<file path="config.mk">
export PLATFORM = sky130hd
export DESIGN_NAME = addr_gen_top
export DESIGN_NICKNAME = d
export VERILOG_FILES = /design/src/hw/addr_types_pkg.sv /design/src/hw/addr_ctrl_pkg.sv /design/src/hw/loop_cfg_if.sv /design/src/hw/count_n_loops.sv /design/src/hw/loop_addr_gen.sv /design/src/hw/databus_burst_ctrl.sv /design/src/hw/addr_gen_top.sv
export SDC_FILE = /design/constraint.sdc
export NUM_CORES = 1
export LEC_CHECK = 0
export ABC_AREA = 1
export BUFFER_PORTS_ARGS = -buffer_cell sky130_fd_sc_hd__buf_2
export CORE_ASPECT_RATIO = 0.7
export CORE_MARGIN = 3
export CORE_UTILIZATION = 55
export DETAILED_ROUTE_END_ITERATION = 7
export PLACE_DENSITY = 0.82
export SYNTH_ARGS = -nofsm -noshare
export SYNTH_HDL_FRONTEND = slang
export SYNTH_SLANG_ARGS = --single-unit
</file>
<file path="constraint.sdc">
create_clock -name clk_i -period 5.45 [get_ports clk_i]
set_input_delay 0.545 -clock clk_i [delete_from_list [all_inputs] [get_ports clk_i]]
set_output_delay 0.545 -clock clk_i [all_outputs]
set_load 0.05 [all_outputs]
</file>
<file path="src/hw/addr_types_pkg.sv">
`default_nettype none

package addr_types_pkg;

   // Memory side widths
   localparam int ADDR_W   = 10;
   localparam int PERIOD_W = 10;
   localparam int DELAY_W  = 7;

   // Databus side widths
   localparam int AXI_ADDR_W = 32;
   localparam int LEN_W      = 8;
   localparam int COUNT_W    = 8;

   // Memory word size in bits and the matching byte shift
   localparam int DATA_W   = 32;
   localparam int OFFSET_W = $clog2(DATA_W / 8);

   typedef logic        [ADDR_W-1:0]     addr_t;
   typedef logic signed [ADDR_W-1:0]     step_t;
   typedef logic        [PERIOD_W-1:0]   period_t;
   typedef logic        [AXI_ADDR_W-1:0] axi_addr_t;
   typedef logic        [LEN_W-1:0]      len_t;
   typedef logic        [COUNT_W-1:0]    count_t;

endpackage

`default_nettype wire

</file>
<file path="src/hw/addr_ctrl_pkg.sv">
`default_nettype none

package addr_ctrl_pkg;

   // Which loop counter moves on an accepted address
   typedef enum logic [2:0] {
      STEP_PER   = 3'd0,
      STEP_ITER  = 3'd1,
      STEP_PER2  = 3'd2,
      STEP_ITER2 = 3'd3,
      STEP_PER3  = 3'd4,
      STEP_ITER3 = 3'd5,
      STEP_DONE  = 3'd6
   } loop_step_e;

   // Databus burst controller states
   typedef enum logic [1:0] {
      BUS_IDLE  = 2'd0,
      BUS_SETUP = 2'd1,
      BUS_BURST = 2'd2
   } bus_state_e;

endpackage

`default_nettype wire

</file>
<file path="src/hw/loop_cfg_if.sv">
`timescale 1ns/10ps
`default_nettype none

interface loop_cfg_if;
   import addr_types_pkg::*;

   addr_t                start;
   period_t              duty;
   logic [DELAY_W-1:0]   delay;

   // Level 1
   period_t period;
   step_t   incr;
   addr_t   iterations;
   step_t   shift;

   // Level 2
   period_t period2;
   step_t   incr2;
   addr_t   iterations2;
   step_t   shift2;

   // Level 3
   period_t period3;
   step_t   incr3;
   addr_t   iterations3;
   step_t   shift3;

   modport src (
      output start, duty, delay,
      output period, incr, iterations, shift,
      output period2, incr2, iterations2, shift2,
      output period3, incr3, iterations3, shift3
   );

   modport dst (
      input start, duty, delay,
      input period, incr, iterations, shift,
      input period2, incr2, iterations2, shift2,
      input period3, incr3, iterations3, shift3
   );

endinterface

`default_nettype wire

</file>
<file path="src/hw/count_n_loops.sv">
`timescale 1ns/10ps
`default_nettype none

module count_n_loops (
   input  wire                    clk_i,
   input  wire                    rst_i,
   input  wire                    start_i,
   input  addr_types_pkg::count_t count_i,
   input  wire                    advance_i,
   output logic                   count_is_zero_o
);
   import addr_types_pkg::*;

   // Bursts left after the one in flight
   count_t remaining_q;

   always_ff @(posedge clk_i or posedge rst_i) begin
      if (rst_i) begin
         remaining_q <= '0;
      end else if (start_i) begin
         remaining_q <= count_i - 1'b1;
      end else if (advance_i && (remaining_q != '0)) begin
         remaining_q <= remaining_q - 1'b1;
      end
   end

   assign count_is_zero_o = (remaining_q == '0);

endmodule

`default_nettype wire

</file>
<file path="src/hw/loop_addr_gen.sv">
`timescale 1ns/10ps
`default_nettype none

module loop_addr_gen (
   input  wire                   clk_i,
   input  wire                   rst_i,
   input  wire                   run_i,
   input  wire                   ignore_first_i,
   loop_cfg_if.dst               cfg,
   output logic                  valid_o,
   input  wire                   ready_i,
   output addr_types_pkg::addr_t addr_o,
   output logic                  store_o,
   output logic                  done_o
);
   import addr_types_pkg::*;
   import addr_ctrl_pkg::*;

   logic [DELAY_W-1:0] delay_q;
   period_t            per_q;
   period_t            per2_q;
   period_t            per3_q;
   addr_t              iter_q;
   addr_t              iter2_q;
   addr_t              iter3_q;
   addr_t              base2_q;
   addr_t              base3_q;
   logic               skip_q;

   logic       per_done;
   logic       iter_done;
   logic       per2_done;
   logic       iter2_done;
   logic       per3_done;
   logic       iter3_done;
   loop_step_e step;
   addr_t      start_addr;
   addr_t      lvl2_next;
   addr_t      lvl3_next;

   // Word step to byte step
   function automatic addr_t scale(input step_t s);
      return addr_t'(s) << OFFSET_W;
   endfunction

   // A limit of zero counts as already complete
   assign per_done   = (period_t'(per_q + 1'b1) == cfg.period) || (cfg.period == '0);
   assign iter_done  = (addr_t'(iter_q + 1'b1) == cfg.iterations) || (cfg.iterations == '0);
   assign per2_done  = (period_t'(per2_q + 1'b1) == cfg.period2) || (cfg.period2 == '0);
   assign iter2_done = (addr_t'(iter2_q + 1'b1) == cfg.iterations2) || (cfg.iterations2 == '0);
   assign per3_done  = (period_t'(per3_q + 1'b1) == cfg.period3) || (cfg.period3 == '0);
   assign iter3_done = (addr_t'(iter3_q + 1'b1) == cfg.iterations3) || (cfg.iterations3 == '0);

   // Innermost incomplete level wins
   always_comb begin
      if (!per_done) begin
         step = STEP_PER;
      end else if (!iter_done) begin
         step = STEP_ITER;
      end else if (!per2_done) begin
         step = STEP_PER2;
      end else if (!iter2_done) begin
         step = STEP_ITER2;
      end else if (!per3_done) begin
         step = STEP_PER3;
      end else if (!iter3_done) begin
         step = STEP_ITER3;
      end else begin
         step = STEP_DONE;
      end
   end

   assign start_addr = cfg.start << OFFSET_W;
   assign lvl2_next  = base2_q + scale((step == STEP_PER2) ? cfg.incr2 : cfg.shift2);
   assign lvl3_next  = base3_q + scale((step == STEP_PER3) ? cfg.incr3 : cfg.shift3);

   assign store_o = (per_q < cfg.duty) && !skip_q;

   always_ff @(posedge clk_i or posedge rst_i) begin
      if (rst_i) begin
         delay_q <= '0;
         addr_o  <= '0;
         base2_q <= '0;
         base3_q <= '0;
         per_q   <= '0;
         per2_q  <= '0;
         per3_q  <= '0;
         iter_q  <= '0;
         iter2_q <= '0;
         iter3_q <= '0;
         skip_q  <= 1'b1;
         valid_o <= 1'b0;
         done_o  <= 1'b1;
      end else if (run_i) begin
         delay_q <= cfg.delay;
         addr_o  <= start_addr;
         base2_q <= start_addr;
         base3_q <= start_addr;
         per_q   <= '0;
         per2_q  <= '0;
         per3_q  <= '0;
         iter_q  <= '0;
         iter2_q <= '0;
         iter3_q <= '0;
         skip_q  <= ignore_first_i;
         valid_o <= (cfg.delay == '0);
         done_o  <= 1'b0;
      end else if (delay_q != '0) begin
         // Valid comes up as the count leaves 1
         delay_q <= delay_q - 1'b1;
         valid_o <= (delay_q == 1);
      end else if (valid_o && ready_i) begin
         case (step)
            STEP_PER: begin
               if (store_o) begin
                  addr_o <= addr_o + scale(cfg.incr);
               end
               per_q <= per_q + 1'b1;
            end
            STEP_ITER: begin
               if (!skip_q) begin
                  addr_o <= addr_o + scale(cfg.shift);
               end
               per_q  <= '0;
               iter_q <= iter_q + 1'b1;
               skip_q <= 1'b0;
            end
            STEP_PER2, STEP_ITER2: begin
               if (!skip_q) begin
                  addr_o  <= lvl2_next;
                  base2_q <= lvl2_next;
               end
               per_q  <= '0;
               iter_q <= '0;
               if (step == STEP_PER2) begin
                  per2_q <= per2_q + 1'b1;
               end else begin
                  per2_q  <= '0;
                  iter2_q <= iter2_q + 1'b1;
               end
               skip_q <= 1'b0;
            end
            STEP_PER3, STEP_ITER3: begin
               // Level 3 move also rebases level 2
               if (!skip_q) begin
                  addr_o  <= lvl3_next;
                  base2_q <= lvl3_next;
                  base3_q <= lvl3_next;
               end
               per_q   <= '0;
               iter_q  <= '0;
               per2_q  <= '0;
               iter2_q <= '0;
               if (step == STEP_PER3) begin
                  per3_q <= per3_q + 1'b1;
               end else begin
                  per3_q  <= '0;
                  iter3_q <= iter3_q + 1'b1;
               end
               skip_q <= 1'b0;
            end
            default: begin
               // Last address was just accepted
               valid_o <= 1'b0;
               done_o  <= 1'b1;
            end
         endcase
      end
   end

endmodule

`default_nettype wire

</file>
<file path="src/hw/databus_burst_ctrl.sv">
`timescale 1ns/10ps
`default_nettype none

module databus_burst_ctrl (
   input  wire                       clk_i,
   input  wire                       rst_i,
   input  wire                       run_i,
   input  addr_types_pkg::count_t    count_i,
   input  addr_types_pkg::axi_addr_t start_address_i,
   input  addr_types_pkg::axi_addr_t address_shift_i,
   input  addr_types_pkg::len_t      databus_length_i,
   input  wire                       data_ready_i,
   input  wire                       data_valid_i,
   input  wire                       reading_i,
   output logic                      data_last_o,
   input  wire                       databus_ready_i,
   output logic                      databus_valid_o,
   output addr_types_pkg::axi_addr_t databus_addr_o,
   output addr_types_pkg::len_t      databus_len_o,
   input  wire                       databus_last_i,
   output logic                      idle_o
);
   import addr_types_pkg::*;
   import addr_ctrl_pkg::*;

   bus_state_e state_q;
   axi_addr_t  addr_q;
   logic       valid_q;
   logic       final_q;
   logic       count_is_zero;
   logic       burst_end;

   count_n_loops u_count (
      .clk_i           (clk_i),
      .rst_i           (rst_i),
      .start_i         (run_i),
      .count_i         (count_i),
      .advance_i       (burst_end),
      .count_is_zero_o (count_is_zero)
   );

   // Reads wait on the data side having room
   assign databus_valid_o = reading_i ? (valid_q && data_ready_i) : data_valid_i;

   assign burst_end = (state_q == BUS_BURST) && databus_valid_o && databus_ready_i &&
                      databus_last_i;

   assign data_last_o    = burst_end && count_is_zero;
   assign databus_addr_o = addr_q;
   assign databus_len_o  = databus_length_i;
   assign idle_o         = (state_q == BUS_IDLE);

   always_ff @(posedge clk_i or posedge rst_i) begin
      if (rst_i) begin
         state_q <= BUS_IDLE;
         addr_q  <= '0;
         valid_q <= 1'b0;
         final_q <= 1'b0;
      end else begin
         case (state_q)
            BUS_IDLE: begin
               if (run_i && (count_i != '0) && (databus_length_i != '0)) begin
                  state_q <= BUS_SETUP;
                  addr_q  <= start_address_i;
                  final_q <= 1'b0;
               end
            end
            BUS_SETUP: begin
               // final_q marks that the last burst has already gone out
               if (final_q) begin
                  state_q <= BUS_IDLE;
               end else begin
                  state_q <= BUS_BURST;
                  valid_q <= 1'b1;
               end
            end
            BUS_BURST: begin
               if (burst_end) begin
                  state_q <= BUS_SETUP;
                  valid_q <= 1'b0;
                  addr_q  <= addr_q + address_shift_i;
                  final_q <= count_is_zero;
               end
            end
            default: begin
               state_q <= BUS_IDLE;
               valid_q <= 1'b0;
            end
         endcase
      end
   end

endmodule

`default_nettype wire

</file>
<file path="src/hw/addr_gen_top.sv">
`timescale 1ns/10ps
`default_nettype none

module addr_gen_top (
   input  wire                                      clk_i,
   input  wire                                      rst_i,
   input  wire                                      run_i,
   input  wire                                      ignore_first_i,
   input  addr_types_pkg::addr_t                    start_i,
   input  addr_types_pkg::period_t                  duty_i,
   input  wire [addr_types_pkg::DELAY_W-1:0]        delay_i,
   input  addr_types_pkg::period_t                  period_i,
   input  addr_types_pkg::step_t                    incr_i,
   input  addr_types_pkg::addr_t                    iterations_i,
   input  addr_types_pkg::step_t                    shift_i,
   input  addr_types_pkg::period_t                  period2_i,
   input  addr_types_pkg::step_t                    incr2_i,
   input  addr_types_pkg::addr_t                    iterations2_i,
   input  addr_types_pkg::step_t                    shift2_i,
   input  addr_types_pkg::period_t                  period3_i,
   input  addr_types_pkg::step_t                    incr3_i,
   input  addr_types_pkg::addr_t                    iterations3_i,
   input  addr_types_pkg::step_t                    shift3_i,
   output logic                                     valid_o,
   input  wire                                      ready_i,
   output addr_types_pkg::addr_t                    addr_o,
   output logic                                     store_o,
   input  addr_types_pkg::count_t                   count_i,
   input  addr_types_pkg::axi_addr_t                start_address_i,
   input  addr_types_pkg::axi_addr_t                address_shift_i,
   input  addr_types_pkg::len_t                     databus_length_i,
   input  wire                                      data_ready_i,
   input  wire                                      data_valid_i,
   input  wire                                      reading_i,
   output logic                                     data_last_o,
   input  wire                                      databus_ready_i,
   output logic                                     databus_valid_o,
   output addr_types_pkg::axi_addr_t                databus_addr_o,
   output addr_types_pkg::len_t                     databus_len_o,
   input  wire                                      databus_last_i,
   output logic                                     done_o
);

   logic done_address;
   logic bus_idle;

   loop_cfg_if cfg_if ();

   // Memory side configuration
   assign cfg_if.start       = start_i;
   assign cfg_if.duty        = duty_i;
   assign cfg_if.delay       = delay_i;
   assign cfg_if.period      = period_i;
   assign cfg_if.incr        = incr_i;
   assign cfg_if.iterations  = iterations_i;
   assign cfg_if.shift       = shift_i;
   assign cfg_if.period2     = period2_i;
   assign cfg_if.incr2       = incr2_i;
   assign cfg_if.iterations2 = iterations2_i;
   assign cfg_if.shift2      = shift2_i;
   assign cfg_if.period3     = period3_i;
   assign cfg_if.incr3       = incr3_i;
   assign cfg_if.iterations3 = iterations3_i;
   assign cfg_if.shift3      = shift3_i;

   loop_addr_gen u_loop (
      .clk_i          (clk_i),
      .rst_i          (rst_i),
      .run_i          (run_i),
      .ignore_first_i (ignore_first_i),
      .cfg            (cfg_if.dst),
      .valid_o        (valid_o),
      .ready_i        (ready_i),
      .addr_o         (addr_o),
      .store_o        (store_o),
      .done_o         (done_address)
   );

   databus_burst_ctrl u_bus (
      .clk_i            (clk_i),
      .rst_i            (rst_i),
      .run_i            (run_i),
      .count_i          (count_i),
      .start_address_i  (start_address_i),
      .address_shift_i  (address_shift_i),
      .databus_length_i (databus_length_i),
      .data_ready_i     (data_ready_i),
      .data_valid_i     (data_valid_i),
      .reading_i        (reading_i),
      .data_last_o      (data_last_o),
      .databus_ready_i  (databus_ready_i),
      .databus_valid_o  (databus_valid_o),
      .databus_addr_o   (databus_addr_o),
      .databus_len_o    (databus_len_o),
      .databus_last_i   (databus_last_i),
      .idle_o           (bus_idle)
   );

   // Both halves finished
   assign done_o = done_address && bus_idle;

endmodule

`default_nettype wire

</file>
Word level (Yosys, flattened, before mapping)
Index checks and enable logic that the tools add are counted.
W data, S select, Z words.
- reductions and logical operators: 63
- $lt $le $gt $ge: 1
- add/subtract/negate cells: 14
- bitwise gates (word level): 1
- equal/unequal tests: 27
- mux-type cells: 82
- operators by type and width (cell ; number):
    $mux W10 ; 38
    $pmux W10 S2 ; 5
    $mux W32 ; 2
    $pmux W32 S2 ; 1
    $add A10 B1 Y10 const B ; 6
    $eq A10 B10 Y1 ; 6
    $logic_not A10 Y1 ; 6
    $add A10 B10 Y10 ; 4
    $pmux W10 S4 ; 1
    $add A32 B32 Y32 ; 1
    $mux W8 ; 4
    $reduce_and A3 Y1 ; 8
    $reduce_bool A8 Y1 ; 3
    $mux W1 ; 17
    $sub A8 B1 Y8 const B ; 2
    $mux W3 ; 5
    $ne A3 B3 Y1 const B ; 5
    $mux W7 ; 2
    $reduce_and A4 Y1 ; 3
    $reduce_bool A2 Y1 ; 6
    $reduce_bool A3 Y1 ; 4
    $logic_and A1 B1 Y1 ; 11
    $lt A10 B10 Y1 ; 1
    $logic_not A8 Y1 ; 1
    other kinds (29) ; 46
- flip-flop bits (word level): 144
- word-level logic and storage cells: 206
- input port bits: 237

Longest topological paths before layout
- depth in word-level cells: 17
- gate-level depth with buffers: 37

Modules after synthesis
Synthesis repeated with hierarchy kept, for this count alone.
- cell total of the unflattened synthesis: 2082
- area, all modules: 13023.7 um^2
- by module, submodules not included (module ; times used ; cells each ; area each (um^2)):
    loop_addr_gen ; 1 ; 1201 ; 8071.5
    databus_burst_ctrl ; 1 ; 766 ; 4242.8
    count_n_loops ; 1 ; 113 ; 701.9
    addr_gen_top ; 1 ; 2 ; 7.5

Worst setup path after synthesis
No wires, ideal clock.
- path type: reg2reg
- start: reg u_loop.per_q[1]
- end: reg u_loop.base2_q[9]
- clock period less this slack: 3905 ps
- slack: 1545 ps
- setup time: 122 ps
- data arrival time: 3783 ps
- cell stages (with the launch flop): 30
- buffers on the path: 0
- cells stage by stage: dfrtp_1 > ha_1 > or2_2 > nand3b_1 > nand3_1 > nor2_1 > nand3_1 > nor2_1 > nand3_1 > nand2_4 > nand2_4 > nor2_8 > nand2_8 > inv_8 > nand2_2 > mux2i_1 > inv_1 > ha_1 > nand3_1 > nand2_1 > a21oi_1 > o21bai_1 > a21oi_1 > o21bai_1 > xor2_1 > nand3_1 > nand3_1 > nand2_1 > a21oi_1 > o21ai_1
- word-level cells in the longest chain between the ends: 12
- elaborated cells on any way between the ends: 24
- those cells by class: add/sub: 3; eq/ne: 7; mux: 9; reduce/logical: 5
- ends and longest elaborated chain (item ; line ; RTL):
    from (decl) ; loop_addr_gen.sv:20 ; period_t per_q;
    from (signal assigned) ; loop_addr_gen.sv:118 ; per_q <= per_q + 1'b1;
    $add A10 B1 Y10 (*) ; loop_addr_gen.sv:47 ; assign per_done = (period_t'(per_q + 1'b1) == cfg.period) || (cfg.period == '0);
    $eq A10 B10 Y1 (*) ; loop_addr_gen.sv:47 ;
    $logic_or A1 B1 Y1 (*) ; loop_addr_gen.sv:47 ;
    $mux W3 (*) ; loop_addr_gen.sv:56 ; if (!per_done) begin
    $eq A3 B3 Y1 / $eq A3 B2 Y1 (equally long branches) ; loop_addr_gen.sv:75, loop_addr_gen.sv:113, loop_addr_gen.sv:74 ;
    $mux W8 (on tied branches) ; loop_addr_gen.sv:75, loop_addr_gen.sv:74 ;
    $add A10 B10 Y10 (on tied branches) ; loop_addr_gen.sv:75, loop_addr_gen.sv:74 ;
    $mux W10 (on tied branches) ; loop_addr_gen.sv:145, loop_addr_gen.sv:129 ;
    $pmux W10 S2 ; loop_addr_gen.sv:113 ; case (step)
    $mux W10 ; loop_addr_gen.sv:112 ; end else if (valid_o && ready_i) begin
    $mux W10 ; loop_addr_gen.sv:108 ; end else if (delay_q != '0) begin
    $mux W10 ; loop_addr_gen.sv:94 ; end else if (run_i) begin
    to (signal assigned) ; loop_addr_gen.sv:97 ; base2_q <= start_addr;
    to (signal assigned) ; loop_addr_gen.sv:131 ; base2_q <= lvl2_next;
    to (signal assigned) ; loop_addr_gen.sv:147 ; base2_q <= lvl3_next;
    to (decl) ; loop_addr_gen.sv:26 ; addr_t base2_q;
Every way passes the cells marked *; elsewhere a longest branch is shown, timed or not. The select of a mux whose other input is x is not followed.
A chain may end at the register's enable or synchronous reset.

Worst setup path in the final report
- start: reg u_loop.iter2_q[0]
- end: reg u_loop.addr_o[9]
- word-level cells in the longest chain between the ends: 15
- elaborated cells on any way between the ends: 31
- those cells by class: add/sub: 3; eq/ne: 10; mux: 12; reduce/logical: 6
- ends and longest elaborated chain (item ; line ; RTL):
    from (decl) ; loop_addr_gen.sv:24 ; addr_t iter2_q;
    from (signal assigned) ; loop_addr_gen.sv:139 ; iter2_q <= iter2_q + 1'b1;
    $add A10 B1 Y10 (*) ; loop_addr_gen.sv:50 ; assign iter2_done = (addr_t'(iter2_q + 1'b1) == cfg.iterations2) || (cfg.iterations2 == '0);
    $eq A10 B10 Y1 (*) ; loop_addr_gen.sv:50 ;
    $logic_or A1 B1 Y1 (*) ; loop_addr_gen.sv:50 ;
    $mux W3 (*) ; loop_addr_gen.sv:62 ; end else if (!iter2_done) begin
    $mux W3 (*) ; loop_addr_gen.sv:60 ; end else if (!per2_done) begin
    $mux W3 (*) ; loop_addr_gen.sv:58 ; end else if (!iter_done) begin
    $mux W3 (*) ; loop_addr_gen.sv:56 ;
    $eq A3 B3 Y1 / $eq A3 B2 Y1 (equally long branches) ; loop_addr_gen.sv:75, loop_addr_gen.sv:113, loop_addr_gen.sv:74 ;
    $mux W8 (on tied branches) ; loop_addr_gen.sv:75, loop_addr_gen.sv:74 ;
    $add A10 B10 Y10 (on tied branches) ; loop_addr_gen.sv:75, loop_addr_gen.sv:74 ;
    $mux W10 (on tied branches) ; loop_addr_gen.sv:145, loop_addr_gen.sv:129 ;
    $pmux W10 S4 ; loop_addr_gen.sv:113 ;
    $mux W10 ; loop_addr_gen.sv:112 ;
    $mux W10 ; loop_addr_gen.sv:108 ;
    $mux W10 ; loop_addr_gen.sv:94 ;
    to (signal assigned) ; loop_addr_gen.sv:96 ; addr_o <= start_addr;
    to (signal assigned) ; loop_addr_gen.sv:116 ; addr_o <= addr_o + scale(cfg.incr);
    to (signal assigned) ; loop_addr_gen.sv:122 ; addr_o <= addr_o + scale(cfg.shift);
    to (decl) ; loop_addr_gen.sv:12 ; output addr_types_pkg::addr_t addr_o,
Marked as above.

==> results by group <==
Final layout
  • Multi-input logic area: 7416 um^2
  • Share of layout cells above drive strength 1: 19.81%
  • Layout net count: 2,260
  • Register area: 3506 um^2
  • Filler cells: 1,846
  • Finished Core Util: 66.81%
  • Antenna cells: 0
  • Syn-to-layout area delta: 17.75%

STA
  • Fin crit share: 89.05%
  • Relative slew slack: 39.91%
  • Hold Fails Final Rpt: 0
  • Max-slew violations: 0
  • Worst slew pin tran: 0.9013 ns
  • Fin Clk Skew: 0.009970 ns
  • RSZ-0062 raised after global routing: no
  • Final setup vio count: 0
  • Setup TNS: 0 ns
  • Fmax: 206.0 MHz
  • Crit path time final: 4.853 ns

Global route
  • Global-route wire length before repair: 57.62 mm
  • Vias in the first global route: 11.60k
  • Initial antenna violation count: 0
  • Largest net degree at the start of global routing: 96
  • Total gr overflow: 0
  • All-layer global routing usage: 30.18%

Run status
  • Status: finished, final reports clean

Worst setup path
  • CP max FO: 8
  • Crit path DAT: 5.22 ns
  • CP delay by family, top: simple AND/OR/NAND/NOR gates
  • Crit path capture type: register
  • Worst path buffer plus inverter count: 2
  • Worst reg2reg path depth: 31
  • Crit path max-delay cell type: dfrtp_1
  • Most frequent CP cell: nand2_1
  • Required time of the critical path: 5.81 ns
  • Reg2Reg Capture Point: u_loop.addr_o[9]
  • Max incr delay on CP: 0.50 ns
  • Reg2reg start: u_loop.iter2_q[0]
  • Start point of the critical path: u_loop.iter2_q[0]
  • Critical path depth in cells: 31
  • R2r setup slk: 0.60 ns
  • Worst Path Class, Setup: register to register
  • Critical Path End: u_loop.addr_o[9]
  • Startpoint types: register

Synthesis
  • EDFF count, synth: 0
  • YS warnings: 0
  • Top_reg_cell synth: dfrtp_1
  • Synth Cell Area: 11,930 um^2
  • Synth Instances: 1,690
  • Register bit total from synthesis: 140
  • Top-area cell type share of the netlist area: 28.94%
  • Most numerous cell in the Yosys netlist: nand2_1
  • Synthesized area per cell: 7.061 um^2
  • Ranking of synthesized cells by area: dfrtp_1, nand2_1, ha_1
  • Async S/R FF share, synth: 100.0%
  • Largest area contributor in the netlist: dfrtp_1
  • Syn nets: 2,004
  • Top cells by count, synth: nand2_1, inv_1, dfrtp_1, nand3_1, nor2_1
  • Library cells used by synthesis: 66
  • Post-synthesis sequential area ratio: 29.38%

Floorplanning
  • Starting Density: 56.74%
  • Area of the core: 21,030 um^2
  • Die area: 23,530 um^2
  • Vert. Die Dim: 129.2 um
  • Die width: 182.1 um
  • FP Rows: 44
  • I/O Pins: 292

Drt
  • DR vias/cell: 5.651
  • Antenna-violating nets left: 0
  • WL per Instance: 16.20 um
  • Starting DRT DRC Count: 1,236
  • First drt pass iteration count: 6
  • Total number of vias: 12.63k
  • Drt total wl: 36.21 mm
  • Detailed-route DRC error count: 0

Clock tree
  • CTS sink count: 140
  • Num CTS Buffers: 17
  • CTS max path bufs: 2
  • Worst-Skew Late Latency: 0.44 ns
  • Post-CTS sizing: 0
  • CTS clk-pin slew, worst paths: 0.06 ns
  • Root buffer cell: clkbuf_16
  • H-tree Lvls: 4
  • Post-CTS Setup Bufs: 0
  • CTS tree: built
  • Hold-fix buffers, CTS: 0

Min path
  • Hold/Removal Path Class: input port to asynchronous set/reset pin

Placement
  • Input/output buffers: 277
  • Detailed Place HPWL: 28.16 mm
  • Gpl congestion: 0.9288

Pwr
  • Leak: 7.361 nW
  • Pwr Density: 396.9 nW/um^2
  • Worst VDD drop: 0.2754 mV

Flow run
  • Max Cap Viol: 0
[through the flow]
step	instances	cell area, um^2	hold WS [ns]	power (mW)	setup WS [ns]
final	2235	14050	0.2919	5.576	0.5966
after CTS	2235	14050	0.3189	5.546	0.6665
after detailed placement	2203	13450	0.4732	4.330	0.7110
after global placement	2203	13450	0.4566	4.244	0.8951
after global routing	2235	14050	0.3434	5.956	0.08179
after floorplan	1690	11930	0.4368	3.624	1.155
[power by group]
part           leakage [nW]  switching, mW  internal [mW]
combinational          5.29           1.91          0.933
sequential             1.78          0.250           1.28
clock                 0.291          0.486          0.719
[final cells by class]
class                   instances  area share [%]
inverters                     196           5.378
flip-flops and latches        140           24.95
multi-input cells            1308           52.78
well taps                     276           2.458
clock buffers                  21           3.419
repair buffers                283           10.19
clock inverters                11          0.8281
[flip-flops by register name (all words and copies together), names as in the netlist, 2 cells and up]
register	cells
u_loop.addr_o	9
u_loop.iter2_q	10
u_bus.u_count.remaining_q	8
u_loop.per2_q	10
u_loop.delay_q	7
u_bus.databus_addr_o	32
u_bus.state_q	2
u_loop.per3_q	10
u_loop.iter3_q	10
u_loop.iter_q	10
u_loop.base2_q	9
u_loop.per_q	10
u_loop.base3_q	8
[placed cells by master, fill, tap and decap left out, types with 25 or more instances in the layout]
cell type,n
buf_2,277
a21oi_1,84
nor2_1,118
dfrtp_1,138
inv_1,183
nand3_1,135
o21ai_0,91
nand4_1,33
ha_1,73
o21ai_1,25
nand2_1,447
o22ai_1,27
xor2_1,47
[cell families after synthesis]
logic type | share of synthesized area, %
compound gates | 14.72
xor+xnor | 5.033
fa+ha+maj | 8.326
buf+inv | 8.472
flops | 29.38
mux | 1.604
simple gates | 32.46
[per-layer routing]
| metal | global-route usage [%] | vias to the layer above | part of all wire (%) |
|---|---|---|---|
| met5 | 0 | - | 0 |
| met4 | 8.639 | 0 | 1.9 |
| met3 | 6.425 | 58 | 9.2 |
| met2 | 46.24 | 613 | 44 |
| met1 | 43.38 | 5758 | 45 |
| li1 | - | 6202 | - |
[how the worst min path moves through the flow]
stage / from / endpoint / slack [ns] / depth (start not counted)
2_1_floorplan: u_loop.base2_q[0] / u_loop.base2_q[0] / 0.44 / 2
3_3_place_gp: u_loop.base2_q[0] / u_loop.base2_q[0] / 0.46 / 2
3_5_place_dp: u_loop.base2_q[0] / u_loop.base2_q[0] / 0.47 / 2
4_1_cts: ignore_first_i / u_loop.skip_q / 0.32 / 3
5_1_grt: ignore_first_i / u_loop.skip_q / 0.34 / 3
6_report: rst_i / u_bus.u_count.remaining_q[7] / 0.29 / 2
No activity file was read; power rests on OpenSTA's default activity.
